File: config.mk
export PLATFORM = sky130hd
export DESIGN_NAME = hangmanTop
export DESIGN_NICKNAME = d
export VERILOG_FILES = /design/src/hw/hangmanResultPkg.sv /design/src/hw/hangmanGamePkg.sv /design/src/hw/hangmanTop.sv /design/src/hw/gameController.sv /design/src/hw/tallyCounter.sv /design/src/hw/letterScanner.sv /design/src/hw/wordLoader.sv
export VERILOG_INCLUDE_DIRS = /design/src /design/src/hw
export SDC_FILE = /design/constraint.sdc
export NUM_CORES = 1
export LEC_CHECK = 0
export BUFFER_PORTS_ARGS = -buffer_cell sky130_fd_sc_hd__buf_2
export CORE_MARGIN = 5
export CORE_UTILIZATION = 52
export CTS_BUF_LIST = sky130_fd_sc_hd__clkbuf_4 sky130_fd_sc_hd__clkbuf_8 sky130_fd_sc_hd__clkbuf_16
export DETAILED_ROUTE_END_ITERATION = 12
export PLACE_DENSITY = 0.73
export SYNTH_ARGS = -nofsm -noshare
export SYNTH_HDL_FRONTEND = slang
export SYNTH_SLANG_ARGS = --single-unit
File: constraint.sdc
create_clock -name clk -period 7.8 [get_ports clk]
set_input_delay 0 -clock clk [delete_from_list [all_inputs] [get_ports clk]]
set_output_delay 0 -clock clk [all_outputs]
set_load 0.005 [all_outputs]
File: src/hw/hangman_config.svh
`ifndef HANGMAN_CONFIG_SVH
`define HANGMAN_CONFIG_SVH

// bits in one key or letter code.
`define HANGMAN_LETTER_W 8

// letters in the secret word.
`define HANGMAN_WORD_LEN 5

// mistakes that end the game as a loss.
`define HANGMAN_MAX_MISTAKES 6

`endif
File: src/hw/hangmanResultPkg.sv
`default_nettype none

package hangmanResultPkg;

    // wide enough for six mistakes.
    typedef logic [2:0] tallyT;

    typedef enum logic [1:0] {
        PLAYING = 2'd0,
        WON     = 2'd1,
        LOST    = 2'd2
    } outcomeT;

endpackage

`default_nettype wire

File: src/hw/hangmanGamePkg.sv
`default_nettype none

`include "hangman_config.svh"

package hangmanGamePkg;

    // one key code, zero means no key.
    typedef logic [`HANGMAN_LETTER_W-1:0] letterT;

    typedef enum logic [2:0] {
        WORD_ENTRY = 3'd0, // host keys in the word.
        WAIT_GUESS = 3'd1,
        SCAN       = 3'd2, // walking the positions.
        SCORE      = 3'd3
    } gameStateT;

endpackage

`default_nettype wire

File: src/hw/hangmanTop.sv
`timescale 1ns/10ps
`default_nettype none

`include "hangman_config.svh"

module hangmanTop (
    input  logic                            clk,
    input  logic                            nRst,
    input  logic                            keyStrobe,
    input  hangmanGamePkg::letterT          keyCode,
    input  logic                            start,
    input  logic                            gameEnd,
    input  hangmanGamePkg::letterT          guess,
    output hangmanGamePkg::letterT          letter,
    output logic [`HANGMAN_WORD_LEN-1:0]    foundMask,
    output hangmanResultPkg::tallyT         correct,
    output hangmanResultPkg::tallyT         incorrect,
    output logic                            mistake,
    output logic                            busy,
    output logic                            gameRdy,
    output logic                            red,
    output logic                            green
);
    hangmanGamePkg::letterT [`HANGMAN_WORD_LEN-1:0] word;
    hangmanResultPkg::tallyT                        hits;
    hangmanResultPkg::outcomeT                      outcome;

    logic wordFull;
    logic loadEnable;
    logic clearGame;
    logic scanStart;
    logic scanDone;
    logic scoreStrobe;

    wordLoader u_wordLoader (
        .clk        (clk),
        .nRst       (nRst),
        .clearGame  (clearGame),
        .loadEnable (loadEnable),
        .keyStrobe  (keyStrobe),
        .keyCode    (keyCode),
        .word       (word),
        .wordFull   (wordFull)
    );

    letterScanner u_letterScanner (
        .clk        (clk),
        .nRst       (nRst),
        .clearGame  (clearGame),
        .scanStart  (scanStart),
        .letter     (letter),
        .word       (word),
        .foundMask  (foundMask),
        .hits       (hits),
        .scanDone   (scanDone)
    );

    tallyCounter u_tallyCounter (
        .clk         (clk),
        .nRst        (nRst),
        .clearGame   (clearGame),
        .scoreStrobe (scoreStrobe),
        .hits        (hits),
        .correct     (correct),
        .incorrect   (incorrect),
        .outcome     (outcome)
    );

    gameController u_gameController (
        .clk         (clk),
        .nRst        (nRst),
        .start       (start),
        .gameEnd     (gameEnd),
        .guess       (guess),
        .wordFull    (wordFull),
        .scanDone    (scanDone),
        .hits        (hits),
        .outcome     (outcome),
        .loadEnable  (loadEnable),
        .clearGame   (clearGame),
        .scanStart   (scanStart),
        .scoreStrobe (scoreStrobe),
        .mistake     (mistake),
        .busy        (busy),
        .gameRdy     (gameRdy),
        .red         (red),
        .green       (green),
        .letter      (letter)
    );

endmodule

`default_nettype wire

File: src/hw/gameController.sv
`timescale 1ns/10ps
`default_nettype none

module gameController (
    input  logic                        clk,
    input  logic                        nRst,
    input  logic                        start,
    input  logic                        gameEnd,
    input  hangmanGamePkg::letterT      guess,
    input  logic                        wordFull,
    input  logic                        scanDone,
    input  hangmanResultPkg::tallyT     hits,
    input  hangmanResultPkg::outcomeT   outcome,
    output logic                        loadEnable,
    output logic                        clearGame,
    output logic                        scanStart,
    output logic                        scoreStrobe,
    output logic                        mistake,
    output logic                        busy,
    output logic                        gameRdy,
    output logic                        red,
    output logic                        green,
    output hangmanGamePkg::letterT      letter
);
    hangmanGamePkg::gameStateT state;
    hangmanGamePkg::gameStateT nextState;

    logic inWait;
    logic accept;

    assign inWait = (state == hangmanGamePkg::WAIT_GUESS);

    // end request wins over a guess in the same cycle.
    assign accept = inWait && !gameEnd
                    && (outcome == hangmanResultPkg::PLAYING)
                    && (guess != '0)
                    && (guess != letter); // same key held is not a new guess.

    assign loadEnable  = (state == hangmanGamePkg::WORD_ENTRY);
    assign clearGame   = inWait && gameEnd;
    assign scanStart   = accept;
    assign scoreStrobe = (state == hangmanGamePkg::SCORE);
    assign mistake     = scoreStrobe && (hits == '0);
    assign busy        = (state == hangmanGamePkg::SCAN) || scoreStrobe;
    assign gameRdy     = inWait || scoreStrobe;

    always_comb begin
        nextState = state;
        case (state)
            hangmanGamePkg::WORD_ENTRY: begin
                if (start && wordFull) begin
                    nextState = hangmanGamePkg::WAIT_GUESS;
                end
            end
            hangmanGamePkg::WAIT_GUESS: begin
                if (gameEnd) begin
                    nextState = hangmanGamePkg::WORD_ENTRY;
                end else if (accept) begin
                    nextState = hangmanGamePkg::SCAN;
                end
            end
            hangmanGamePkg::SCAN: begin
                if (scanDone) begin
                    nextState = hangmanGamePkg::SCORE;
                end
            end
            hangmanGamePkg::SCORE: begin
                nextState = hangmanGamePkg::WAIT_GUESS; // tally lands here.
            end
            default: begin
                nextState = hangmanGamePkg::WORD_ENTRY;
            end
        endcase
    end

    always_ff @(posedge clk, negedge nRst) begin
        if (!nRst) begin
            state <= hangmanGamePkg::WORD_ENTRY;
        end else begin
            state <= nextState;
        end
    end

    // last accepted letter also drives the scanner compare.
    always_ff @(posedge clk, negedge nRst) begin
        if (!nRst) begin
            letter <= '0;
        end else if (clearGame) begin
            letter <= '0;
        end else if (accept) begin
            letter <= guess;
        end
    end

    always_ff @(posedge clk, negedge nRst) begin
        if (!nRst) begin
            red   <= 1'b0;
            green <= 1'b0;
        end else begin
            red   <= (outcome == hangmanResultPkg::LOST);
            green <= (outcome == hangmanResultPkg::WON); // one cycle behind the tally.
        end
    end

    assert property (@(posedge clk) disable iff (!nRst)
        scanDone |-> state == hangmanGamePkg::SCAN)
    else $error("gameController: scanDone seen in state 0x%0h", state);

endmodule

`default_nettype wire

File: src/hw/tallyCounter.sv
`timescale 1ns/10ps
`default_nettype none

`include "hangman_config.svh"

module tallyCounter (
    input  logic                        clk,
    input  logic                        nRst,
    input  logic                        clearGame,
    input  logic                        scoreStrobe,
    input  hangmanResultPkg::tallyT     hits,
    output hangmanResultPkg::tallyT     correct,
    output hangmanResultPkg::tallyT     incorrect,
    output hangmanResultPkg::outcomeT   outcome
);
    localparam hangmanResultPkg::tallyT WinCount =
        hangmanResultPkg::tallyT'(`HANGMAN_WORD_LEN);
    localparam hangmanResultPkg::tallyT LoseCount =
        hangmanResultPkg::tallyT'(`HANGMAN_MAX_MISTAKES);

    logic [3:0] correctSum; // one bit wider than a tally.
    logic       playing;

    assign correctSum = {1'b0, correct} + {1'b0, hits};
    assign playing    = (outcome == hangmanResultPkg::PLAYING);

    always_ff @(posedge clk, negedge nRst) begin
        if (!nRst) begin
            correct   <= '0;
            incorrect <= '0;
        end else if (clearGame) begin
            correct   <= '0;
            incorrect <= '0;
        end else if (scoreStrobe && playing) begin
            if (hits != '0) begin
                if (correctSum >= 4'(WinCount)) begin
                    correct <= WinCount;
                end else begin
                    correct <= correctSum[2:0];
                end
            end else if (incorrect < LoseCount) begin
                incorrect <= incorrect + 1'b1; // nothing new found.
            end
        end
    end

    // a win takes precedence.
    always_comb begin
        if (correct >= WinCount) begin
            outcome = hangmanResultPkg::WON;
        end else if (incorrect >= LoseCount) begin
            outcome = hangmanResultPkg::LOST;
        end else begin
            outcome = hangmanResultPkg::PLAYING;
        end
    end

    assert property (@(posedge clk) disable iff (!nRst)
        correct <= WinCount)
    else $error("tallyCounter: correct 0x%0h above word length", correct);

endmodule

`default_nettype wire

File: src/hw/letterScanner.sv
`timescale 1ns/10ps
`default_nettype none

`include "hangman_config.svh"

module letterScanner (
    input  logic                                             clk,
    input  logic                                             nRst,
    input  logic                                             clearGame,
    input  logic                                             scanStart,
    input  hangmanGamePkg::letterT                           letter,
    input  hangmanGamePkg::letterT [`HANGMAN_WORD_LEN-1:0]   word,
    output logic [`HANGMAN_WORD_LEN-1:0]                     foundMask,
    output hangmanResultPkg::tallyT                          hits,
    output logic                                             scanDone
);
    localparam int PosW = $clog2(`HANGMAN_WORD_LEN);

    logic [PosW-1:0] pos;
    logic            active;
    logic            lastPos;
    logic            newHit;

    assign lastPos = (pos == PosW'(`HANGMAN_WORD_LEN - 1));
    // same position for the compare and the found check.
    assign newHit  = (word[pos] == letter) && !foundMask[pos];

    always_ff @(posedge clk, negedge nRst) begin
        if (!nRst) begin
            pos       <= '0;
            active    <= 1'b0;
            scanDone  <= 1'b0;
            hits      <= '0;
            foundMask <= '0;
        end else if (clearGame) begin
            pos       <= '0;
            active    <= 1'b0;
            scanDone  <= 1'b0;
            hits      <= '0;
            foundMask <= '0;
        end else begin
            scanDone <= 1'b0;
            if (scanStart) begin
                pos    <= '0;
                active <= 1'b1;
                hits   <= '0; // hits belong to one scan.
            end else if (active) begin
                if (newHit) begin
                    foundMask[pos] <= 1'b1;
                    hits           <= hits + 1'b1;
                end
                if (lastPos) begin
                    active   <= 1'b0;
                    scanDone <= 1'b1; // fifth step.
                end else begin
                    pos <= pos + 1'b1;
                end
            end
        end
    end

    assert property (@(posedge clk) disable iff (!nRst)
        scanStart |-> !active)
    else $error("letterScanner: scanStart at position 0x%0h", pos);

    // mask five edges back is the mask the scan started from.
    assert property (@(posedge clk) disable iff (!nRst || clearGame)
        scanDone |-> hits <= $countones(foundMask ^ $past(foundMask, 5)))
    else $error("letterScanner: hits 0x%0h above new mask bits", hits);

endmodule

`default_nettype wire

File: src/hw/wordLoader.sv
`timescale 1ns/10ps
`default_nettype none

`include "hangman_config.svh"

module wordLoader (
    input  logic                                             clk,
    input  logic                                             nRst,
    input  logic                                             clearGame,
    input  logic                                             loadEnable,
    input  logic                                             keyStrobe,
    input  hangmanGamePkg::letterT                           keyCode,
    output hangmanGamePkg::letterT [`HANGMAN_WORD_LEN-1:0]   word,
    output logic                                             wordFull
);
    localparam int CountW = $clog2(`HANGMAN_WORD_LEN + 1);

    logic [CountW-1:0] count;
    logic              takeKey;

    assign wordFull = (count == CountW'(`HANGMAN_WORD_LEN));
    assign takeKey  = loadEnable && keyStrobe && !wordFull; // extra keys dropped.

    always_ff @(posedge clk, negedge nRst) begin
        if (!nRst) begin
            count <= '0;
        end else if (clearGame) begin
            count <= '0;
        end else if (takeKey) begin
            count <= count + 1'b1;
        end
    end

    // new key enters at the top so the first letter ends at position 0.
    always_ff @(posedge clk) begin
        if (takeKey) begin
            word <= {keyCode, word[`HANGMAN_WORD_LEN-1:1]};
        end
    end

    assert property (@(posedge clk) disable iff (!nRst)
        count <= CountW'(`HANGMAN_WORD_LEN))
    else $error("wordLoader: letter count 0x%0h past word length", count);

endmodule

`default_nettype wire

After elaboration in Yosys (flattened, before gate mapping)
Cells that the tools add are included.

word-level totals
  flip-flop bits (word level) = 75
  memory bits (read-only) = 0
  memories kept = 0
  latch bits = 0
  memory bits (writable) = 0
  output and inout bits = 24
  input bits = 21
  word-level logic and storage cells = 126

operators by class
  divide/modulo/power cells = 0
  bitwise gates (word level) = 1
  reductions and logical operators = 37
  shift operators = 0
  multiplexer cells = 45
  multipliers = 0
  $lt $le $gt $ge = 6
  add/subtract/negate cells = 5
  eq/ne operators = 15

operator list
  kind                 count
  $mux 3               22
  $bmux 8 s3           1
  $mux 8               3
  $mux 5               4
  $reduce_bool 2->1    7
  $add 3x1->3 const B  4
  $logic_and 1x1->1    12
  $pmux 3 s4           1
  $mux 1               10
  $reduce_and 3->1     3
  $reduce_bool 3->1    3
  $eq 8x8->1           1
  $ne 8x8->1           1
  $reduce_bool 8->1    1
  $eq 3x2->1 const B   2
  $eq 3x3->1 const B   2
  $ge 3x3->1 const B   2
  $logic_not 3->1      2
  $ne 2x2->1 const B   3
  $ne 3x3->1 const B   2
  $reduce_and 2->1     3
  $or 5x5->5           1
  $add 3x3->4          1
  $ge 4x3->1 const B   1
  13 further kinds     17

Longest topological paths before layout
  depth after elaboration = 10
  depth in mapped cells = 10
  depth with buffers taken out = 8

By module
A second synthesis with hierarchy kept.

unflattened totals
  cell total of the unflattened synthesis = 318
  area, all modules = 3723.6 um2

modules (own cells, without submodules)
  module          seq. area each (um2)  area each (um2)  instances  cells each
  wordLoader      1276.2                1397.6           1          59
  letterScanner   325.3                 1223.7           1          144
  gameController  300.3                 651.9            1          68
  tallyCounter    150.1                 450.4            1          47

Worst setup path after synthesis
OpenSTA, ideal clock, no wires.

  path type = register -> register
  from = reg u_wordLoader.count[0]
  to = reg u_wordLoader.count[1]
  arrival time = 8374 ps
  path slack = -701 ps
  data required time = 7673 ps
  buffers on the path = 0
  library setup time = 127 ps
  cell stages (with the launch flop) = 5
  clock period less this slack = 8501 ps
  cells stage by stage = dfrtp_1 > ha_1 > a2111oi_0 > mux2_2 > nor2_1

on the way
  longest elaborated chain between the ends = 4
  elaborated cells between the ends (all ways) = 7
  those cells by class = add/sub (1); eq/ne (1); mux (2); reduce/logical (3)

ends and longest elaborated chain
  element                             line              text
  start: declaration                  wordLoader.sv:18  logic [CountW-1:0] count;
  start signal: assignment            wordLoader.sv:30  count <= count + 1'b1;
  $eq 3x3->1                          wordLoader.sv:21  assign wordFull = (count == CountW'(`HANGMAN_WORD_LEN));
  $logic_not 1->1                     wordLoader.sv:22  assign takeKey = loadEnable && keyStrobe && !wordFull;
  $logic_and 1x1->1                   wordLoader.sv:22
  named net u_wordLoader.takeKey      wordLoader.sv:19  logic takeKey;
  $reduce_bool 2->1 (no source line)  n/a

The timed path passes the listed nets, and every way through them passes these cells. The select of a mux whose other input is x is not followed.
A chain may end at the register's enable or synchronous reset.

Worst setup path in the final report
  from = reg u_letterScanner.pos[0]
  to = reg u_letterScanner.hits[2]

on the way
  longest elaborated chain between the ends = 6
  elaborated cells between the ends (all ways) = 9
  those cells by class = eq/ne (1); mux (4); reduce/logical (4)

ends and longest elaborated chain
  element                                                 line                 text
  start: declaration                                      letterScanner.sv:19  logic [PosW-1:0] pos;
  start signal: assignment                                letterScanner.sv:56  pos <= pos + 1'b1;
  $bmux 8 s3 or $bmux 1 s3 (tied branches)                letterScanner.sv:26  assign newHit = (word[pos] == letter) && !foundMask[pos];
  $mux 8 (implied by the code) or $mux 1 (tied branches)  letterScanner.sv:26
  $eq 8x8->1 or $logic_not 1->1 (tied branches)           letterScanner.sv:26
  $logic_and 1x1->1 (*)                                   letterScanner.sv:26
  $reduce_bool 3->1 (no source line) (*)                  n/a
  $reduce_and 2->1 (no source line) (*)                   n/a
  end signal: assignment                                  letterScanner.sv:50  hits <= hits + 1'b1;
  end: declaration                                        letterScanner.sv:14  output hangmanResultPkg::tallyT hits,

Every way passes the cells marked *; elsewhere a longest branch is shown, timed or not. The select of a mux whose other input is x is not followed.

==> results.sh <==
export IMPL_period_share_pct=33.39
export IMPL_core_um2=6719
export IMPL_io_buffers=44
export IMPL_ys_seq_area_share_pct=57.52
export IMPL_globalplace_congestion=0.8991
export IMPL_dr_first_iter_drc_count=151
export IMPL_yosysTopAreaCell="edfxtp_1"
export IMPL_worst_slew_pin_transition_ns=0.8709
export IMPL_die_x_um=92.83
export IMPL_ff2ff_path_depth=7
export IMPL_grt_overflow=0
export IMPL_synth_edff_count=40
export IMPL_ioPinCount=45
export IMPL_synthesis_area_per_instance_um2=12.17
export IMPL_clock_latency_ns=0.35
export IMPL_syn_num_nets=326
export IMPL_std_cell_rows=30
export IMPL_fin_nets=384
export IMPL_grt_pass1_wl_um=12260
export IMPL_setup_violations=0
export IMPL_drt_first_pass_iters=5
export IMPL_antenna_cells=0
export IMPL_vias_per_cell=5.789
export IMPL_slew_headroom_pct=41.77
export IMPL_cap_violations=0
export IMPL_rsz0062_at_grt="no"
export IMPL_drt_wl_total_um=7569
export IMPL_initial_utilization_pct=53.09
export IMPL_final_cell_mix="buf_2, edfxtp_1, dfrtp_1"
export IMPL_cts_buffers=9
export IMPL_cts_max_level=3
export IMPL_yosysTopAreaCellShare_pct=33.67
export IMPL_hold_violations=0
export IMPL_cp_slowest_cell="or4_1"
export IMPL_cts_root_buf="clkbuf_8"
export IMPL_holdWs_ns=0.06688
export IMPL_min_period_ns=2.605
export IMPL_fin_setup_tns_ns=0
export IMPL_crit_arrival_ns=2.89
export IMPL_cts_tree="done"
export IMPL_reg2reg_from="u_letterScanner.pos[0]$_DFFE_PN0P_"
export IMPL_postRouteAntennaNets=0
export IMPL_fill_cells=524
export IMPL_layout_commonest_cell="buf_2"
export IMPL_power_leakage_nw=1.839
export IMPL_drive_above_1_share_pct=19.94
export IMPL_clkTransAtPathRegs_ns=0.08
export IMPL_cp_endpoint="u_letterScanner.hits[2]$_DFFE_PN0P_"
export IMPL_post_route_drc_count=0
export IMPL_crit_chain="buf_4 -> mux4_2 -> mux2i_1 -> xor2_1 -> o211ai_2 -> or4_1 -> nand2_1"
export IMPL_first_global_vias=2479
export IMPL_cts_sinks=74
export IMPL_cpPeakStageDelay_ns=0.57
export IMPL_required_ns=8.08
export IMPL_synth_seq_cells=74
export IMPL_area_growth_syn_to_layout_pct=17.15
export IMPL_synth_area_leaders="edfxtp_1, dfrtp_1, mux2i_1, ha_1, xor2_1"
export IMPL_synth_cell_type_count=53
export IMPL_finClkSkew_ns=0.008788
export IMPL_clock_fmax_ghz=0.3839
export IMPL_post_cts_buffers=0
export IMPL_routedWlPerCell_um=17.36
export IMPL_async_flop_share_pct=45.95
export IMPL_hp_class="primary input to flop"
export IMPL_cts_buffer_depth=2
export IMPL_power_per_cell_area_nw_per_um2=337.7
export IMPL_r2r_setup_slack_ns=5.20
export IMPL_syn_inst=293
export IMPL_track_usage_pct=18.49
export IMPL_vias=2524
export IMPL_antenna_found_initial=0
export IMPL_cp_startpoint="u_letterScanner.pos[0]$_DFFE_PN0P_"
export IMPL_r2r_end="u_letterScanner.hits[2]$_DFFE_PN0P_"
export IMPL_syn_cell_area_um2=3567
export IMPL_slew_viol_final=0
export IMPL_peakVddDrop_uv=164.9
export IMPL_synth_ff_type="edfxtp_1"
export IMPL_grt_start_max_net_pins=44
export IMPL_die_area_um2=8616
export IMPL_yosys_warnings=0
export IMPL_place_hpwl_um=5165
export IMPL_worstPathMaxFanout=29
export IMPL_cts_resized=0
export IMPL_worstSetupEndpointType="flop"
export IMPL_status="finished, final reports clean"
export IMPL_worstSetupPathType="flop to flop"
export IMPL_critPathLaunchType="flop"
export IMPL_die_h_um=92.83
kinds of logic after synthesis:
kind of cell	count (synthesis)	synth area share (%)
AO/OA/AOI/OAI	56	10.84
XOR/XNOR	16	3.928
adder cells (fa/ha/maj)	12	4.419
buffers and inverters	34	4.279
flip-flops	74	57.52
multiplexers	20	6.348
AND/OR/NAND/NOR	81	12.66
layer usage:
layer  wire, um  global-route usage [%]  up-vias
li1           -                       -     1197
met1       3391                   23.52     1257
met2       3746                   30.71       62
met3        364                   6.011        8
met4         67                   4.396        0
met5          0                       0        -
synthesized netlist by cell type, types with 4 or more instances:
cell and number:
edfxtp_1 40, nor3b_1 4, xor2_1 11, a32o_1 4, clkbuf_1 8, xnor2_1 5
nand2_1 14, and2_1 4, a21oi_1 9, ha_1 11, nor2_1 16, inv_1 18
dfrtp_1 34, nor3_1 5, nand3_1 16, o21ai_0 17, mux2i_1 17
final cells by class:
type,count,area [um^2],area share [%]
Inverter,18,67.56,1.617
Sequential cell,74,2052,49.10
Multi-Input combinational cell,185,1369,32.75
Timing Repair Buffer,63,405.4,9.701
Tap cell,80,100.1,2.395
Clock buffer,10,148.9,3.563
Clock inverter,6,36.28,0.8683
report_power, final:
group	internal [mW]	total, mW	switching (mW)
Combinational	0.210	0.482	0.272
Clock	0.134	0.277	0.143
Sequential	0.540	0.652	0.112
Total	0.884	1.41	0.528
worst max-delay path: cells and delay by family (launching register included):
family          cells  cell delay [ns]
mux                 2             0.73
compound gates      1             0.16
xor+xnor            1             0.21
flops               1             0.41
buf+inv             1             0.37
simple gates        2             0.67
registers in the layout, indices dropped and copies added (netlist names):
signal                     count
u_gameController.green         1
u_gameController.state         2
u_letterScanner.pos            3
u_letterScanner.foundMask      5
u_letterScanner.active         1
u_letterScanner.hits           3
u_wordLoader.word             40
u_tallyCounter.incorrect       3
u_tallyCounter.correct         3
u_wordLoader.count             3
u_gameController.red           1
u_letterScanner.scanDone       1
u_gameController.letter        8
how the worst min path moves through the flow:
stage | start | end | slack (ns) | cells past startpoint
finish | gameEnd | u_gameController.state[0]$_DFFE_PN0P_ | 0.07 | 4
global route | gameEnd | u_gameController.state[0]$_DFFE_PN0P_ | 0.11 | 4
CTS | gameEnd | u_gameController.state[0]$_DFFE_PN0P_ | 0.05 | 4
detailed placement | nRst | u_gameController.letter[3]$_DFFE_PN0P_ | 0.11 | 1
global placement | nRst | u_gameController.letter[2]$_DFFE_PN0P_ | 0.12 | 1
floorplan | nRst | u_gameController.green$_DFF_PN0_ | -0.30 | 0
through the flow:
step                std cells  total power, mW  utilization (%)  area [um^2]  worst slack [ns]
floorplan                 293            1.005                -         3568             1.526
global placement          403            1.111            56.91         3824             5.333
detailed placement        403            1.133            56.91         3824             5.194
CTS                       436            1.419            62.20         4179             5.165
global route              436            1.505            62.20         4179             5.022
finish                    436            1.411            62.20         4179             5.195
timing repair:
item | in CTS | in global routing
endpoints found under the hold margin | 50 | 0
hold buffers | 17 | 0
setup endpoints to repair | 0 | 0
Power figures use the tool's default switching activity.
